## src/icache_pkg.sv

```systemverilog
package icache_pkg;

	////////////////////////////////////////////////////////////////////////////
	// Address and data widths.
	////////////////////////////////////////////////////////////////////////////

	typedef logic [31:0] addr_t;
	typedef logic [31:0] word_t;

	// Start address after reset.
	localparam addr_t RESET_PC = 32'h0000_0100;

	////////////////////////////////////////////////////////////////////////////
	// Cache geometry and entry layout.
	////////////////////////////////////////////////////////////////////////////

	// The index is taken from address bits 9 down to 2.
	localparam int ICACHE_INDEX_BITS = 8;
	localparam int ICACHE_DEPTH = 1 << ICACHE_INDEX_BITS;

	typedef logic [ICACHE_INDEX_BITS - 1:0] index_t;

	// Stored where the always-zero low address bits would be.
	localparam logic [1:0] VALID_MARK = 2'b01;

	// A cleared entry has a zero mark and therefore never matches.
	typedef struct packed {
		word_t instr;
		word_t tag;
	} cache_entry_t;

endpackage

```

## src/icache.sv

```systemverilog
`timescale 1ns/1ps

module icache (
	input  logic                      i_clock,
	input  logic                      i_rst_n,

	input  icache_pkg::addr_t         i_pc,
	input  logic                      i_stall,
	output icache_pkg::word_t         o_instr,
	output logic                      o_ready,
	output logic                      o_busy,

	output logic                      o_bus_request,
	output icache_pkg::addr_t         o_bus_address,
	input  logic                      i_bus_ready,
	input  icache_pkg::word_t         i_bus_rdata,

	output icache_pkg::index_t        o_ram_index,
	output logic                      o_ram_write,
	output icache_pkg::cache_entry_t  o_ram_wdata,
	input  icache_pkg::cache_entry_t  i_ram_rdata,
	input  logic                      i_ram_initialized
);

	typedef enum int {
		S_IDLE   = 0,
		S_LOOKUP = 1,
		S_STREAM = 2,
		S_BUS    = 3
	} state_e;

	logic [3:0] state;
	logic [3:0] next_state;

	icache_pkg::addr_t cache_pc;
	icache_pkg::word_t pc_tag;
	logic hit;

	assign pc_tag = {i_pc[31:2], icache_pkg::VALID_MARK};
	assign hit = (i_ram_rdata.tag == pc_tag);

	assign o_ram_index = cache_pc[icache_pkg::ICACHE_INDEX_BITS + 1:2];
	assign o_bus_address = i_pc;

	// The pc must not move while a request is open on the bus.
	assign o_busy = o_bus_request;

	always_ff @(posedge i_clock or negedge i_rst_n) begin
		if (!i_rst_n) begin
			state <= 4'b0001 << S_IDLE;
		end
		else begin
			state <= next_state;
		end
	end

	////////////////////////////////////////////////////////////////////////////
	// Next state and outputs.
	////////////////////////////////////////////////////////////////////////////

	always_comb begin
		next_state = '0;
		o_ready = 1'b0;
		o_instr = '0;
		o_bus_request = 1'b0;
		o_ram_write = 1'b0;
		o_ram_wdata = '0;
		cache_pc = i_pc;

		case (1'b1)
			state[S_IDLE]: begin
				if (i_stall) begin
					next_state[S_IDLE] = 1'b1;
				end
				else if (i_ram_initialized) begin
					next_state[S_LOOKUP] = 1'b1;
				end
				else begin
					// Cache not usable yet, go straight to memory.
					o_bus_request = 1'b1;
					next_state[S_BUS] = 1'b1;
				end
			end

			state[S_LOOKUP]: begin
				if (hit) begin
					o_ready = 1'b1;
					o_instr = i_ram_rdata.instr;
					cache_pc = i_pc + 32'd4;
					next_state[S_STREAM] = 1'b1;
				end
				else if (!i_stall) begin
					o_bus_request = 1'b1;
					next_state[S_BUS] = 1'b1;
				end
				else begin
					next_state[S_IDLE] = 1'b1;
				end
			end

			state[S_STREAM]: begin
				if (!i_stall && hit) begin
					o_ready = 1'b1;
					o_instr = i_ram_rdata.instr;
					cache_pc = i_pc + 32'd4;
					next_state[S_STREAM] = 1'b1;
				end
				else if (!i_stall) begin
					o_bus_request = 1'b1;
					next_state[S_BUS] = 1'b1;
				end
				else begin
					next_state[S_IDLE] = 1'b1;
				end
			end

			state[S_BUS]: begin
				o_bus_request = 1'b1;
				if (i_bus_ready) begin
					o_ram_write = 1'b1;
					o_ram_wdata = {i_bus_rdata, pc_tag};
					o_ready = 1'b1;
					o_instr = i_bus_rdata;
					next_state[S_IDLE] = 1'b1;
				end
				else begin
					next_state[S_BUS] = 1'b1;
				end
			end

			default: begin
				next_state[S_IDLE] = 1'b1;
			end
		endcase
	end

	// An open request holds its address, which relies on the fetch unit seeing busy.
	a_request_held: assert property (
		@(posedge i_clock) disable iff (!i_rst_n)
		o_bus_request && !i_bus_ready |=> o_bus_request && $stable(o_bus_address)
	);

	// A bus answer to an open request is delivered in the cycle it arrives.
	a_ready_with_request: assert property (
		@(posedge i_clock) disable iff (!i_rst_n)
		o_bus_request |-> o_ready == i_bus_ready
	);

endmodule

```

## config.mk

```make
export PLATFORM = sky130hd
export DESIGN_NAME = icache
export DESIGN_NICKNAME = d
export VERILOG_FILES = /design/src/icache_pkg.sv /design/src/icache.sv
export SDC_FILE = /design/constraint.sdc
export NUM_CORES = 1
export LEC_CHECK = 0
export ABC_AREA = 0
export ABC_CLOCK_PERIOD_IN_PS = 2200
export BUFFER_PORTS_ARGS = -buffer_cell sky130_fd_sc_hd__buf_2
export CAP_MARGIN = 0
export CELL_PAD_IN_SITES_DETAIL_PLACEMENT = 0
export CELL_PAD_IN_SITES_GLOBAL_PLACEMENT = 1
export CORE_UTILIZATION = 16
export DETAILED_ROUTE_END_ITERATION = 10
export PLACE_DENSITY = 0.83
export SKIP_LAST_GASP = 1
export SLEW_MARGIN = 20
export SYNTH_ARGS = -nofsm -noshare
export SYNTH_HDL_FRONTEND = slang
export SYNTH_SLANG_ARGS = --single-unit
```

## constraint.sdc

```tcl
create_clock -name i_clock -period 2.2 [get_ports i_clock]
set_input_delay 0.22 -clock i_clock [delete_from_list [all_inputs] [get_ports i_clock]]
set_output_delay 0.22 -clock i_clock [all_outputs]
set_load 0.02 [all_outputs]
```

Yosys cells after proc, flatten, opt, wreduce, memory -nomap -nowiden
Cells that the tools add are included.
W data, S select, Z words.

word-level totals
  flip-flop bits (word level) = 4
  input bits = 133
  word-level logic and storage cells = 59
  output and inout bits = 140

cells by class
  muxes and demuxes = 54
  add/subtract/negate cells = 1
  eq/ne operators = 1
  reductions and logical operators = 2

operator list
  cell                     count
  $mux W64                 5
  $mux W32                 7
  $mux W10                 5
  $mux W1                  37
  $eq A32 B32 Y1           1
  $add A10 B3 Y10 const B  1
  $logic_and A1 B1 Y1      1
  $logic_not A1 Y1         1

Longest topological paths before layout
  depth after elaboration = 6
  mapped depth = 9
  mapped depth without buffers = 6

Worst setup path after synthesis
OpenSTA, ideal clock, no wires.

  kind = in2out
  start point = input port i_pc[4]
  end point = output port o_instr[10]
  data arrival time = 2.083 ns
  slack = -0.103 ns
  data required time = 1.980 ns
  stages on the path = 9
  buffers on the path = 3
  cell sequence = clkbuf_1 > xor2_1 > nor4_1 > nand4_1 > or3_1 > buf_2 > a21o_1 > buf_6 > nor2_1

between the ends
  longest elaborated chain between the ends = 6
  elaborated cells between the ends (all ways) = 7
  classes of those cells = 1 x eq/ne; 5 x mux; 1 x reduce/logical

ends and longest elaborated chain
  element                  line           source
  start: declaration       icache.sv:7    input icache_pkg::addr_t i_pc,
  $eq A32 B32 Y1 *         icache.sv:40   assign hit = (i_ram_rdata.tag == pc_tag);
  $logic_and A1 B1 Y1      icache.sv:102  if (!i_stall && hit) begin
  $mux W32                 icache.sv:102
  $mux W32                 icache.sv:70   case (1'b1)
  $mux W32 * (2 in a row)  icache.sv:70
  end: declaration         icache.sv:9    output icache_pkg::word_t o_instr,

Mark *: on every way between the ends. The rest lies on a longest branch, timed or not.

Final worst setup path
  start point = input port i_pc[18]
  end point = output port o_ram_index[1]

between the ends
  longest elaborated chain between the ends = 6
  elaborated cells between the ends (all ways) = 7
  classes of those cells = 1 x eq/ne; 5 x mux; 1 x reduce/logical

ends and longest elaborated chain
  element                  line           source
  $eq A32 B32 Y1 *         icache.sv:40
  $logic_and A1 B1 Y1      icache.sv:102
  $mux W10                 icache.sv:102
  $mux W10                 icache.sv:70
  $mux W10 * (2 in a row)  icache.sv:70
  end: declaration         icache.sv:18   output icache_pkg::index_t o_ram_index,

Marks and branches as above.

==> flow_summary.json <==
{
  "clkLatencyLatePin_ns": 0.23,
  "num_antenna_cells": 0,
  "arrival_ns": 2.18,
  "drive_above_1_share_pct": 71.7,
  "ff2ff_path_depth": 5,
  "utilization_pct": 36.9,
  "synth_area_mm2": 0.00189,
  "dp.cells": 667,
  "synth-edff-count": 0,
  "ys.warnings.count": 0,
  "yosysTopAreaCell": "and2_1",
  "place_congestion": 0.767,
  "critPathRequiredTime_ns": 1.98,
  "comb_power_share_pct": 68.2,
  "hold_violations": 0,
  "via_count": 2937,
  "regToRegSetupSlack_ns": 0.40,
  "hold_path_end": "state[1]",
  "placedInstanceArea_mm2": 0.00349,
  "clock_path_buffers": 2,
  "crit_path_frequent_cell": "buf_6",
  "maxCapViolCount": 0,
  "final_cells": 683,
  "max_freq_ghz": 0.417,
  "pre_cts_slack_ns": -0.469,
  "fin_crit_sh_pct": 109,
  "first_iter_violations": 69,
  "met1_usage_pct": 17.9,
  "grt_pass1_vias": 2803,
  "synth_cell_type_count": 33,
  "htree_levels": 1,
  "crit_buf_inv": 3,
  "die_y_um": 111,
  "globalRouteMet2Util_pct": 28.5,
  "grt_pass1_wl_um": 14700,
  "gr-total-overflow": 0,
  "routed_wl_um": 9900,
  "min-delay-start": "i_stall",
  "cts_tree": "done",
  "hp-class": "primary input to flip-flop",
  "syn_area_per_cell_um2": 6.90,
  "netSwitchingPower_uw": 555,
  "synth_fp_nets": 408,
  "routed_via_density": 4.30,
  "clock-sinks": 4,
  "violations": "negative setup slack",
  "top_usage_layer": "met2",
  "cp_slowest_stage_delay_ns": 0.45,
  "synth_top_area_share_pct": 20.8,
  "grtUsageTotal_pct": 15.0,
  "cp_slowest_cell": "or3_4",
  "met3_usage_pct": 2.02,
  "syn_to_final_growth_pct": 123,
  "synthArstFlopShare_pct": 100,
  "p_leak_uw": 0.00225,
  "core_area_mm2": 0.0115,
  "final-setup-viol-count": 41,
  "wl_per_cell_um": 14.5,
  "synthFlopType": "dfrtp_1",
  "antenna_found_initial": 0,
  "crit_path_start_kind": "primary input",
  "cts.clk_slew.worst_paths_ns": 0.03,
  "ios": 273,
  "status": "finished, violations left",
  "powerDensity_mw_per_mm2": 302,
  "grt_max_degree": 38,
  "fin_crit_ns": 2.40,
  "rr_startpoint": "state[0]",
  "cts_buffers": 3,
  "cp-end-kind": "output pin",
  "rsz0062_at_grt": "yes",
  "power.share.switching_pct": 43.5,
  "intPower_uw": 720,
  "dieArea_mm2": 0.0123,
  "crit_type": "primary input to output pin",
  "num_rows": 39,
  "top_register": "state",
  "post-route-cell-area_mm2": 0.00423,
  "drv_slew": 0,
  "cts_root_buf": "clkbuf_16",
  "path_cells": "buf_6 -> xor2_1 -> nor4_2 -> nand4_1 -> or3_4 -> buf_6 -> nor3_4 -> mux2_4 -> buf_6",
  "io_buffers": 267,
  "ys_seq_elements": 4,
  "tns_ns": -5.83,
  "finalNetCount": 675,
  "p_clk_share_pct": 23.2,
  "yosys-top-cells-area": "and2_1 (21%), xor2_1 (16%), buf_4 (14%), a22oi_1 (13%), nor2_1 (7.1%)",
  "min_path_cells": 2,
  "critical-path-top-delay-family": "simple AND/OR/NAND/NOR gates",
  "irDropWorstVdd_mv": 0.209,
  "yosysSeqAreaShare_pct": 5.36,
  "hpwl_um": 7500,
  "largest_reg_flops": 4,
  "timing.rr.end": "state[3]",
  "first_pass_iters": 4,
  "crit_fanout": 4,
  "top_regs": "state: 4 flops",
  "finClkSkew_ns": 0.00113,
  "seqPwrFrac_pct": 8.7,
  "drtAntennaViolNets": 0,
  "synth_cells": 274,
  "fin_ws_ns": -0.196,
  "start_util_pct": 16.5,
  "dieWidth_um": 111,
  "drc": 0
}
Yosys cell counts, types with 2 or more instances:
cell type / count
buf_6: 3
nor4_1: 8
inv_1: 2
nand3_1: 3
nor2_1: 36
clkbuf_1: 14
nor4_2: 4
xor2_1: 34
nand4_1: 4
dfrtp_1: 3
and2_1: 63
a21oi_1: 2
buf_4: 35
or3_1: 2
a22oi_1: 32
nand2b_1: 2
nor3b_1: 2
xnor2_1: 3
nand2_1: 4
nor3_1: 5
worst reg2reg max path: stages, from the launching register on:
cell	delay [ns]
dfstp_2	0.79
nand2_1	0.14
a21oi_1	0.28
nor3_4	0.07
buf_4	0.13
a211o_1	0.26
how the worst max path moves through the flow:
stage	start	end	depth (start not counted)
2_1_floorplan	i_pc[4]	o_instr[10]	9
3_3_place_gp	i_pc[2]	o_ram_index[7]	10
3_5_place_dp	i_pc[8]	o_ram_index[7]	10
4_1_cts	i_pc[6]	o_ram_index[1]	9
5_1_grt	i_pc[14]	o_instr[14]	12
6_report	i_pc[18]	o_ram_index[1]	9
per-stage QoR:
| step | hold WS, ns | power (µW) |
|---|---|---|
| after global routing | 0.305 | 1350 |
| after floorplan | -0.0756 | 539 |
| after global placement | 0.0255 | 831 |
| after detailed placement | 0.0239 | 830 |
| final | 0.281 | 1280 |
| after CTS | 0.276 | 1260 |
power groups by stage:
stage,sequential [µW],clock [µW],combinational [µW]
finish,111,295,869
detailed placement,106,0,724
global placement,106,0,725
floorplan,92.2,0,447
CTS,110,302,844
global route,112,306,929
repair_timing:
item | in CTS | in global routing
hold buffers | 1 | 0
pin swaps | 27 | 27
buffers inserted | 9 | 2
endpoints found under the setup margin | 43 | 43
hold endpoints to repair | 4 | 0
gates resized for setup | 98 | 30
gates cloned | 3 | 0
per-layer routing:
layer  wire length (µm)  vias to the layer above
li1                   -                     1432
met1               3880                     1322
met2               5280                      177
met3                685                        6
met4                 56                        0
met5                  0                        -
placed cells by master, fill, tap and decap left out, types with 2 or more instances in the layout:
cell type / netlist / routed
or3_4: 0 / 2
buf_16: 0 / 2
xor2_2: 0 / 4
nor4_2: 4 / 5
nand4_1: 4 / 4
nor2_2: 0 / 28
a22oi_1: 32 / 18
nor3_4: 1 / 3
buf_12: 0 / 5
xnor2_1: 3 / 3
buf_2: 1 / 212
nor4_1: 8 / 2
buf_4: 35 / 52
nand2_1: 4 / 4
buf_6: 3 / 43
and2_1: 63 / 63
nor3b_1: 2 / 2
nor4_4: 0 / 5
xor2_1: 34 / 30
nor2_1: 36 / 6
clkbuf_16: 0 / 3
a21oi_1: 2 / 2
nand3_1: 3 / 2
nor3_2: 0 / 2
a22oi_2: 0 / 14
nand2b_1: 2 / 2
dfrtp_1: 3 / 3
nor2_4: 0 / 2
inv_1: 2 / 2
final cells by class:
cell class | instances | area, µm²
clock buffers | 4 | 78.8
fillers | 1201 | 7240
inverters | 2 | 7.51
multi-input cells | 215 | 1760
flip-flops and latches | 4 | 101
well taps | 143 | 179
repair buffers | 315 | 2100
kinds of logic (layout without fill, tap and decap cells):
| kind of cell | after synthesis | after routing | share of synthesized area [%] |
|---|---|---|---|
| muxes | 1 | 1 | 0.595 |
| DFF | 4 | 4 | 5.36 |
| and+or+nand+nor | 136 | 136 | 41.2 |
| buffers and inverters | 55 | 321 | 19.1 |
| xor gates and xnor gates | 37 | 37 | 17.1 |
| other | 1 | 1 | 0.198 |
| AOI/OAI and AO/OA | 39 | 39 | 15.7 |
| adders and majority gates | 1 | 1 | 0.661 |
Note: power is estimated with default switching activity, not from simulation.
