==> config.mk <==
export PLATFORM = sky130hd
export DESIGN_NAME = fetch_unit
export DESIGN_NICKNAME = d
export VERILOG_FILES = /design/src/icache_pkg.sv /design/src/fetch_unit.sv
export SDC_FILE = /design/constraint.sdc
export NUM_CORES = 1
export LEC_CHECK = 0
export BUFFER_PORTS_ARGS = -buffer_cell sky130_fd_sc_hd__buf_2
export CORE_AREA = 2 2 97 99
export CTS_BUF_LIST = sky130_fd_sc_hd__clkbuf_8
export CTS_CLUSTER_DIAMETER = 30
export CTS_CLUSTER_SIZE = 24
export DETAILED_ROUTE_END_ITERATION = 16
export DIE_AREA = 0 0 99 101
export GPL_TIMING_DRIVEN = 0
export PLACE_DENSITY = 0.56
export SLEW_MARGIN = 10
export SYNTH_ARGS = -nofsm -noshare
export SYNTH_HDL_FRONTEND = slang
export SYNTH_SLANG_ARGS = --single-unit
==> constraint.sdc <==
create_clock -name i_clock -period 3.23 [get_ports i_clock]
set_input_delay 0.1615 -clock i_clock [delete_from_list [all_inputs] [get_ports i_clock]]
set_output_delay 0.1615 -clock i_clock [all_outputs]
set_load 0.01 [all_outputs]
==> src/icache_pkg.sv <==
package icache_pkg;

	////////////////////////////////////////////////////////////////////////////
	// Address and data widths.
	////////////////////////////////////////////////////////////////////////////

	typedef logic [31:0] addr_t;
	typedef logic [31:0] word_t;

	// Start address after reset.
	localparam addr_t RESET_PC = 32'h0000_0100;

	////////////////////////////////////////////////////////////////////////////
	// Cache geometry and entry layout.
	////////////////////////////////////////////////////////////////////////////

	// The index is taken from address bits 9 down to 2.
	localparam int ICACHE_INDEX_BITS = 8;
	localparam int ICACHE_DEPTH = 1 << ICACHE_INDEX_BITS;

	typedef logic [ICACHE_INDEX_BITS - 1:0] index_t;

	// Stored where the always-zero low address bits would be.
	localparam logic [1:0] VALID_MARK = 2'b01;

	// A cleared entry has a zero mark and therefore never matches.
	typedef struct packed {
		word_t instr;
		word_t tag;
	} cache_entry_t;

endpackage

==> src/fetch_unit.sv <==
`timescale 1ns/1ps

module fetch_unit (
	input  logic               i_clock,
	input  logic               i_rst_n,
	input  logic               i_instr_ready,
	input  logic               i_busy,
	input  logic               i_redirect,
	input  icache_pkg::addr_t  i_redirect_pc,
	output icache_pkg::addr_t  o_pc,
	output icache_pkg::addr_t  o_instr_pc
);

	logic redirect_pending;
	icache_pkg::addr_t redirect_target;
	logic apply_redirect;

	// A redirect waits until no bus fill is running.
	assign apply_redirect = redirect_pending && !i_busy;

	// The cache always delivers the word at the current pc.
	assign o_instr_pc = o_pc;

	////////////////////////////////////////////////////////////////////////////
	// Pending redirect.
	////////////////////////////////////////////////////////////////////////////

	always_ff @(posedge i_clock or negedge i_rst_n) begin
		if (!i_rst_n) begin
			redirect_pending <= 1'b0;
		end
		else if (i_redirect) begin
			redirect_pending <= 1'b1;
		end
		else if (apply_redirect) begin
			redirect_pending <= 1'b0;
		end
	end

	// A newer redirect replaces an older one not yet taken.
	always_ff @(posedge i_clock) begin
		if (i_redirect) begin
			redirect_target <= i_redirect_pc;
		end
	end

	////////////////////////////////////////////////////////////////////////////
	// Program counter.
	////////////////////////////////////////////////////////////////////////////

	always_ff @(posedge i_clock or negedge i_rst_n) begin
		if (!i_rst_n) begin
			o_pc <= icache_pkg::RESET_PC;
		end
		else if (apply_redirect) begin
			o_pc <= redirect_target;
		end
		else if (i_instr_ready) begin
			o_pc <= o_pc + 32'd4;
		end
	end

	a_pc_aligned: assert property (
		@(posedge i_clock) disable iff (!i_rst_n)
		o_pc[1:0] == 2'b00
	);

endmodule

---- After elaboration in Yosys (flattened, before gate mapping) ----
Index checks and enable logic that the tools add are counted.
storage, ports and cells
  flip-flop bits (word level) ............. 65
  input port bits ......................... 37
  output and inout bits ................... 64
cells by class
  $add $sub $neg .......................... 1
  muxes and demuxes ....................... 4
  reductions and logical operators ........ 4
operator list
  kind                     count
  $mux W32                 2
  $add A32 B3 Y32 const B  1
  $reduce_bool A2 Y1       2
  $mux W1                  2
  $logic_and A1 B1 Y1      1
  $logic_not A1 Y1         1

---- Depth between registers and ports, before layout ----
Gate-level depths: netlist of the first run.
  depth after elaboration ................. 4
  depth in mapped cells ................... 6

---- Worst setup path after synthesis of the first run ----
No wires, ideal clock.
  path type ............................... register -> register
  start point ............................. register o_pc[8] (netlist: o_instr_pc[8])
  end point ............................... register o_pc[29] (netlist: o_instr_pc[29])
  library setup time ...................... 0.082 ns
  arrival ................................. 1.746 ns
  setup slack ............................. 1.402 ns
  cell stages (with the launch flop) ...... 6
  clock period less this slack ............ 1.828 ns
  path through ............................ dfstp_2 -> and3_4 -> nand4_4 -> buf_6 -> or4_1 -> a31oi_1
on the way
  cells in the longest elaborated chain, start to end .. 3
ends and longest elaborated chain
  item                    line              text
  start, declared         fetch_unit.sv:10  output icache_pkg::addr_t o_pc,
  start signal, assigned  fetch_unit.sv:53  o_pc <= icache_pkg::RESET_PC;
  start signal, assigned  fetch_unit.sv:56  o_pc <= redirect_target;
  start signal, assigned  fetch_unit.sv:59  o_pc <= o_pc + 32'd4;
  $add A32 B3 Y32         fetch_unit.sv:59
  $mux W32                fetch_unit.sv:58  else if (i_instr_ready) begin
  $mux W32                fetch_unit.sv:55  else if (apply_redirect) begin
No other way between the ends. The select of a mux whose other input is x is not followed.
A chain may end at the register's enable or synchronous reset.

---- Worst setup path in the final report of the first run ----
  start point ............................. register o_pc[8] (netlist: o_instr_pc[8])
  end point ............................... register o_pc[21] (netlist: o_instr_pc[21])
The elaborated chain is that of the path after synthesis.

==> results.sh, run 1 <==
export IMPL_relSlewSlack_pct=46.6
export IMPL_maxSlewViolCount=0
export IMPL_dp_slack_ns=1.20
export IMPL_powerDensity_mw_per_mm2=556
export IMPL_synth_main_ff_cell="edfxtp_1"
export IMPL_h_tree_depth=3
export IMPL_fmax_mhz=492
export IMPL_ir_drop_mv=0.299
export IMPL_cp_cell_sequence="and3_4 -> nand4_4 -> buf_6 -> clkbuf_1 -> o31ai_1 -> a31oi_1"
export IMPL_viasPerCell=4.78
export IMPL_drt_wirelength_per_cell_um=13.9
export IMPL_grt_max_degree=34
export IMPL_gp_congestion=0.714
export IMPL_firstDrtPassIters=4
export IMPL_cts_root_buf="clkbuf_8"
export IMPL_cts_buffer_depth=2
export IMPL_core_area_mm2=0.00898
export IMPL_crit_slowest_cell="dfstp_2"
export IMPL_yosysUniqueCellTypes=32
export IMPL_synth_top_family_by_area="simple AND/OR/NAND/NOR gates"
export IMPL_grt_overflow=0
export IMPL_area_growth_pct=37.1
export IMPL_drive_gt1_share_pct=37.3
export IMPL_netlist_area_mm2=0.00307
export IMPL_n_antenna_cell=0
export IMPL_cts_clk_slew_worst_paths_ns=0.07
export IMPL_cts_tree="done"
export IMPL_cp_end_kind="flop"
export IMPL_clock_skew_ns=0.00859
export IMPL_cts_made_buffers=9
export IMPL_yosysSeqAreaShare_pct=58.3
export IMPL_antenna_found_initial=0
export IMPL_die_area_mm2=0.0100
export IMPL_grt_first_pass_wirelength_um=11800
export IMPL_synth_edf_count=32
export IMPL_synthMuxAreaShare_pct=0.326
export IMPL_final_core_util_pct=46.8
export IMPL_gr_usage_all_layers_pct=15.1
export IMPL_crit_arrival_ns=2.23
export IMPL_critical_path_class="reg -> reg"
export IMPL_io_buffers=100
export IMPL_cp_required_ns=3.43
export IMPL_first_global_vias=2416
export IMPL_clk_latency_ns=0.34
export IMPL_synth_warnings=0
export IMPL_avgSynthCellArea_um2=11.3
export IMPL_period_share_pct=62.9
export IMPL_hold_depth=1
export IMPL_synthArstFlopShare_pct=50.8
export IMPL_synth_compound_area_share_pct=9.55
export IMPL_synthSimpleGateAreaFrac_pct=18.4
export IMPL_setup_viol=0
export IMPL_routed_wl_um=7310
export IMPL_postRouteAntennaNets=0
export IMPL_tightestPinTransition_ns=0.802
export IMPL_die_h_um=101
export IMPL_syn_nets=309
export IMPL_rsz0062_at_grt="false"
export IMPL_period_needed_ns=2.03
export IMPL_ys_seq_elements=65
export IMPL_drc_errors=0
export IMPL_vias=2517
export IMPL_drtIter0Drc=88
export IMPL_fin_setup_tns_ns=0
export IMPL_fillers=830
export IMPL_reg2reg_depth=6
export IMPL_numClockSinks=65
export IMPL_critPathMaxStageDelay_ns=0.57
export IMPL_io_pins=101
export IMPL_netlist_instances=271
export IMPL_nets=449
export IMPL_die_x_um=99
export IMPL_min_path_type="in -> reg"
export IMPL_fin_ws_ns=1.20
export IMPL_crit_path_max_fanout=10
export IMPL_core_rowCount=35
export IMPL_initial_core_util_pct=34.2
export IMPL_synth_fa_ha_area_share_pct=0.408
export IMPL_maxCapViolCount=0
export IMPL_status="finished, final reports clean"
export IMPL_critPathLaunchType="flop"
export IMPL_synth_xor_area_share_pct=3.14
export IMPL_finalHoldViolations=0
export IMPL_dp_hpwl_um=5030
export IMPL_power_leakage_uw=0.00178
==> per-layer routing <==
| layer | share of wire, % | vias to the layer above | track usage, % | routed length [um] |
|---|---|---|---|---|
| met4 | 1.4 | 0 | 5.37 | 105 |
| met3 | 5.0 | 12 | 2.84 | 362 |
| met5 | 0 | - | 0 | 0 |
| li1 | - | 1256 | - | - |
| met2 | 49 | 77 | 25.3 | 3550 |
| met1 | 45 | 1172 | 19.7 | 3290 |
==> cell usage in the layout, fill, tap and decap left out, types with 12 or more instances in the layout <==
cell type and instances:
nor2_1 16, clkbuf_8 12, buf_2 103, dlygate4sd3_1 29, nand2_1 29, dfrtp_1 32
a31oi_1 16, edfxtp_1 32, o31ai_1 12, nand3_1 14, o21ai_0 16, buf_4 32
or4_1 14
==> path summary, 6_finish.rpt <==
check / startpoint / end / slack (ns)
setup / recovery: o_instr_pc[8] / o_instr_pc[21] / 1.20
hold / removal: i_redirect_pc[29] / redirect_target[29] / 0.005
setup reg to reg: o_instr_pc[8] / o_instr_pc[21] / 1.20
hold reg to reg: redirect_target[0] / o_instr_pc[0] / 0.44
max in group asynchronous: i_rst_n / o_instr_pc[11] / 2.29
min in group asynchronous: i_rst_n / o_instr_pc[26] / 0.44
==> registers in the layout (all words and copies together) (netlist names) <==
signal            flops
redirect_target      32
o_instr_pc           32
redirect_pending      1
==> kinds of logic after synthesis <==
logic type / Yosys count
mux: 1
simple gates: 100
buf+inv: 46
flops: 65
xor+xnor: 11
compound gates: 47
fa+ha+maj: 1
==> per-stage QoR <==
stage | instances | hold WS, ns | power [uW] | cell area [um^2]
3_3_place_gp | 482 | 0.289 | 1600 | 3710
5_1_grt | 527 | 0.000805 | 2470 | 4200
2_1_floorplan | 271 | -0.134 | 1380 | 3070
6_report | 527 | 0.00539 | 2340 | 4200
4_1_cts | 526 | 0.00199 | 2350 | 4190
3_5_place_dp | 482 | 0.292 | 1610 | 3710
==> critical path: cells and delay by family (launching register included) <==
family | cells | cell delay, ns
flip-flops | 1 | 0.57
buffers and inverters | 2 | 0.45
AND/OR/NAND/NOR | 2 | 0.43
AO/OA/AOI/OAI | 2 | 0.43
==> report_power, final <==
part | total, uW | internal [uW] | switching, uW
Sequential | 1090 | 975 | 118
Clock | 721 | 413 | 308
Combinational | 524 | 274 | 250
==> synthesized netlist by cell type, types with 2 or more instances <==
master / instances / area, um^2
inv_1: 2 / 7.51
edfxtp_1: 32 / 961
or4_1: 14 / 105
dfrtp_1: 32 / 801
nor2_1: 16 / 60.1
clkbuf_1: 8 / 30.0
a31oi_1: 16 / 100
nand3_1: 14 / 70.1
o31ai_1: 12 / 90.1
o211ai_1: 2 / 15.0
nand4_4: 2 / 42.5
nand2_1: 29 / 109
nor4_1: 2 / 12.5
buf_2: 3 / 15.0
and2_1: 2 / 12.5
buf_4: 32 / 240
and4_1: 4 / 35.0
xor2_1: 6 / 52.6
or3_1: 4 / 25.0
xnor2_1: 5 / 43.8
o21ai_0: 16 / 80.1
nand4_1: 8 / 50.1
==> area by class of cell <==
type                       instances  area, um^2  share of cell area (%)
buffer                            44         297                    7.05
clock buffer                      12         165                    3.93
clock inverter                     4        42.5                    1.01
inverter                           2        7.51                   0.179
multi-input combinational        160         975                    23.2
sequential                        65        1790                    42.5
tap                              111         139                    3.30
timing repair buffer             129         791                    18.8
==> what timing repair did <==
action                                 4_1_cts  5_1_grt
buffers inserted                             0        0
gates resized for setup                      0        0
endpoints found under the hold margin       59        1
hold buffers                                28        1
No activity file was read; power rests on OpenSTA's default activity.
==> run 2: changes to the inputs <==
--- a/config.mk
+++ b/config.mk
@@ -13,7 +13,7 @@
 export DETAILED_ROUTE_END_ITERATION = 16
 export DIE_AREA = 0 0 99 101
 export GPL_TIMING_DRIVEN = 0
-export PLACE_DENSITY = 0.56
+export PLACE_DENSITY = 0.58
 export SLEW_MARGIN = 10
 export SYNTH_ARGS = -nofsm -noshare
 export SYNTH_HDL_FRONTEND = slang
==> constraint.sdc (replaced) <==
create_clock -name i_clock -period 1.8 [get_ports i_clock]
set_input_delay 0.09 -clock i_clock [delete_from_list [all_inputs] [get_ports i_clock]]
set_output_delay 0.09 -clock i_clock [all_outputs]
set_load 0.01 [all_outputs]
==> results.sh, run 2 (synthesis gave the netlist of run 1 again) <==
export IMPL_status="finished, final reports clean"
export IMPL_h_tree_depth=3
export IMPL_drtIter0Drc=123
export IMPL_grt_overflow=0
export IMPL_tightestPinTransition_ns=0.806
export IMPL_finalHoldViolations=0
export IMPL_drt_wirelength_per_cell_um=14.2
export IMPL_numClockSinks=65
export IMPL_crit_arrival_ns=2.06
export IMPL_gp_congestion=0.735
export IMPL_power_leakage_uw=0.00193
export IMPL_cts_made_buffers=9
export IMPL_crit_slowest_cell="dfstp_2"
export IMPL_die_x_um=99
export IMPL_cts_buffer_depth=2
export IMPL_cp_required_ns=2.07
export IMPL_vias=2669
export IMPL_gr_usage_all_layers_pct=16.2
export IMPL_core_rowCount=35
export IMPL_drc_errors=0
export IMPL_cts_tree="done"
export IMPL_firstDrtPassIters=4
export IMPL_critPathMaxStageDelay_ns=0.53
export IMPL_period_needed_ns=1.79
export IMPL_min_from="i_instr_ready"
export IMPL_drive_gt1_share_pct=47.0
export IMPL_critPathTopFamily="simple AND/OR/NAND/NOR gates"
export IMPL_final_cell_mix="buf_2, buf_4, dlygate4sd3_1"
export IMPL_cp_cell_sequence="and3_4 -> nand4_4 -> buf_6 -> buf_6 -> or3_1 -> a31oi_1"
export IMPL_postRouteAntennaNets=0
export IMPL_die_h_um=101
export IMPL_maxCapViolCount=0
export IMPL_area_growth_pct=49.7
export IMPL_cts_clk_slew_worst_paths_ns=0.07
export IMPL_clock_skew_ns=0.00511
export IMPL_total_power_uw=4400
export IMPL_final_core_util_pct=51.1
export IMPL_critical_path_class="reg -> reg"
export IMPL_critical_path_startpoint="o_instr_pc[8]"
export IMPL_routed_wl_um=7910
export IMPL_fmax_mhz=558
export IMPL_io_buffers=100
export IMPL_relSlewSlack_pct=46.2
export IMPL_crit_top_cell="buf_6"
export IMPL_rr_startpoint="o_instr_pc[8]"
export IMPL_grt_first_pass_wirelength_um=12700
export IMPL_powerDensity_mw_per_mm2=958
export IMPL_maxSlewViolCount=0
export IMPL_ir_drop_mv=0.476
export IMPL_setup_viol=0
export IMPL_n_antenna_cell=0
export IMPL_crit_path_max_fanout=8
export IMPL_mostFrequentLayoutCell="buf_2"
export IMPL_die_area_mm2=0.0100
export IMPL_antenna_found_initial=0
export IMPL_min_path_type="in -> reg"
export IMPL_dp_hpwl_um=5060
export IMPL_grt_max_degree=34
export IMPL_cp_end_kind="flop"
export IMPL_cts_root_buf="clkbuf_8"
export IMPL_period_share_pct=99.6
export IMPL_initial_core_util_pct=34.2
export IMPL_io_pins=101
export IMPL_viasPerCell=4.80
export IMPL_fin_setup_tns_ns=0
export IMPL_path_buf_inv=2
export IMPL_nets=478
export IMPL_rsz0062_at_grt="true"
export IMPL_core_area_mm2=0.00898
export IMPL_critPathLaunchType="flop"
export IMPL_clk_latency_ns=0.35
export IMPL_first_global_vias=2621
[run 2: cell types whose count changed in the layout (fill, tap and decap cells not counted), sizes merged]
cell         before  now
buf             136  161
dlygate4sd3      29   34
clkbuf           20   16
clkinvlp          0    1
clkinv            2    3
bufinv            1    2
[run 2: path summary, 6_finish.rpt]
kind	to	slack, ns	cells past startpoint
max	o_instr_pc[16]	0.007	6
min	o_instr_pc[2]	0.12	3
max reg2reg	o_instr_pc[16]	0.007	6
min reg2reg	o_instr_pc[0]	0.45	2
max in group asynchronous	o_instr_pc[6]	0.90	2
min in group asynchronous	o_instr_pc[26]	0.35	2
[run 2: per-stage QoR]
step	std cells	setup WS [ns]	area (um^2)	hold slack (ns)
final	556	0.00695	4590	0.117
after detailed placement	482	-0.217	3710	0.205
after global placement	482	-0.161	3710	0.221
after floorplan	271	0.0146	3070	-0.206
after CTS	548	-0.00630	4410	0.104
after global routing	556	-0.0826	4590	0.124
[run 2: report_power, final]
part	internal (uW)	total (uW)	switching [uW]
registers	1760	1950	188
clock network	767	1340	571
logic	588	1110	526
total	3110	4400	1290
[run 2: final cells by class]
cell class | instances | area (um^2)
Timing Repair Buffer | 158 | 1030
Tap cell | 111 | 139
Multi-Input combinational cell | 160 | 1080
Fill cell | 798 | 4390
Clock buffer | 9 | 124
Buffer | 44 | 315
Inverter | 2 | 7.51
Clock inverter | 7 | 86.3
Sequential cell | 65 | 1800
[run 2: worst min-delay path: stages]
cell and delay, ns:
buf_2 0.14, xnor2_1 0.13, o21ai_0 0.06
[run 2: repair_timing]
| action | CTS | global route |
|---|---|---|
| gates resized for setup | 17 | 31 |
| cloned | 0 | 0 |
| setup endpoints to repair | 15 | 20 |
| pin swaps | 6 | 19 |
| endpoints found under the hold margin | 65 | 0 |
| hold buffers | 34 | 0 |
| buffers inserted | 16 | 8 |
[run 2: per-layer routing]
layer | global-route usage [%] | vias up | wire length [um]
met2 | 27.4 | 78 | 3950
li1 | - | 1314 | -
met4 | 6.74 | 0 | 108
met1 | 20.3 | 1263 | 3440
met5 | 0 | - | 0
met3 | 3.40 | 14 | 418
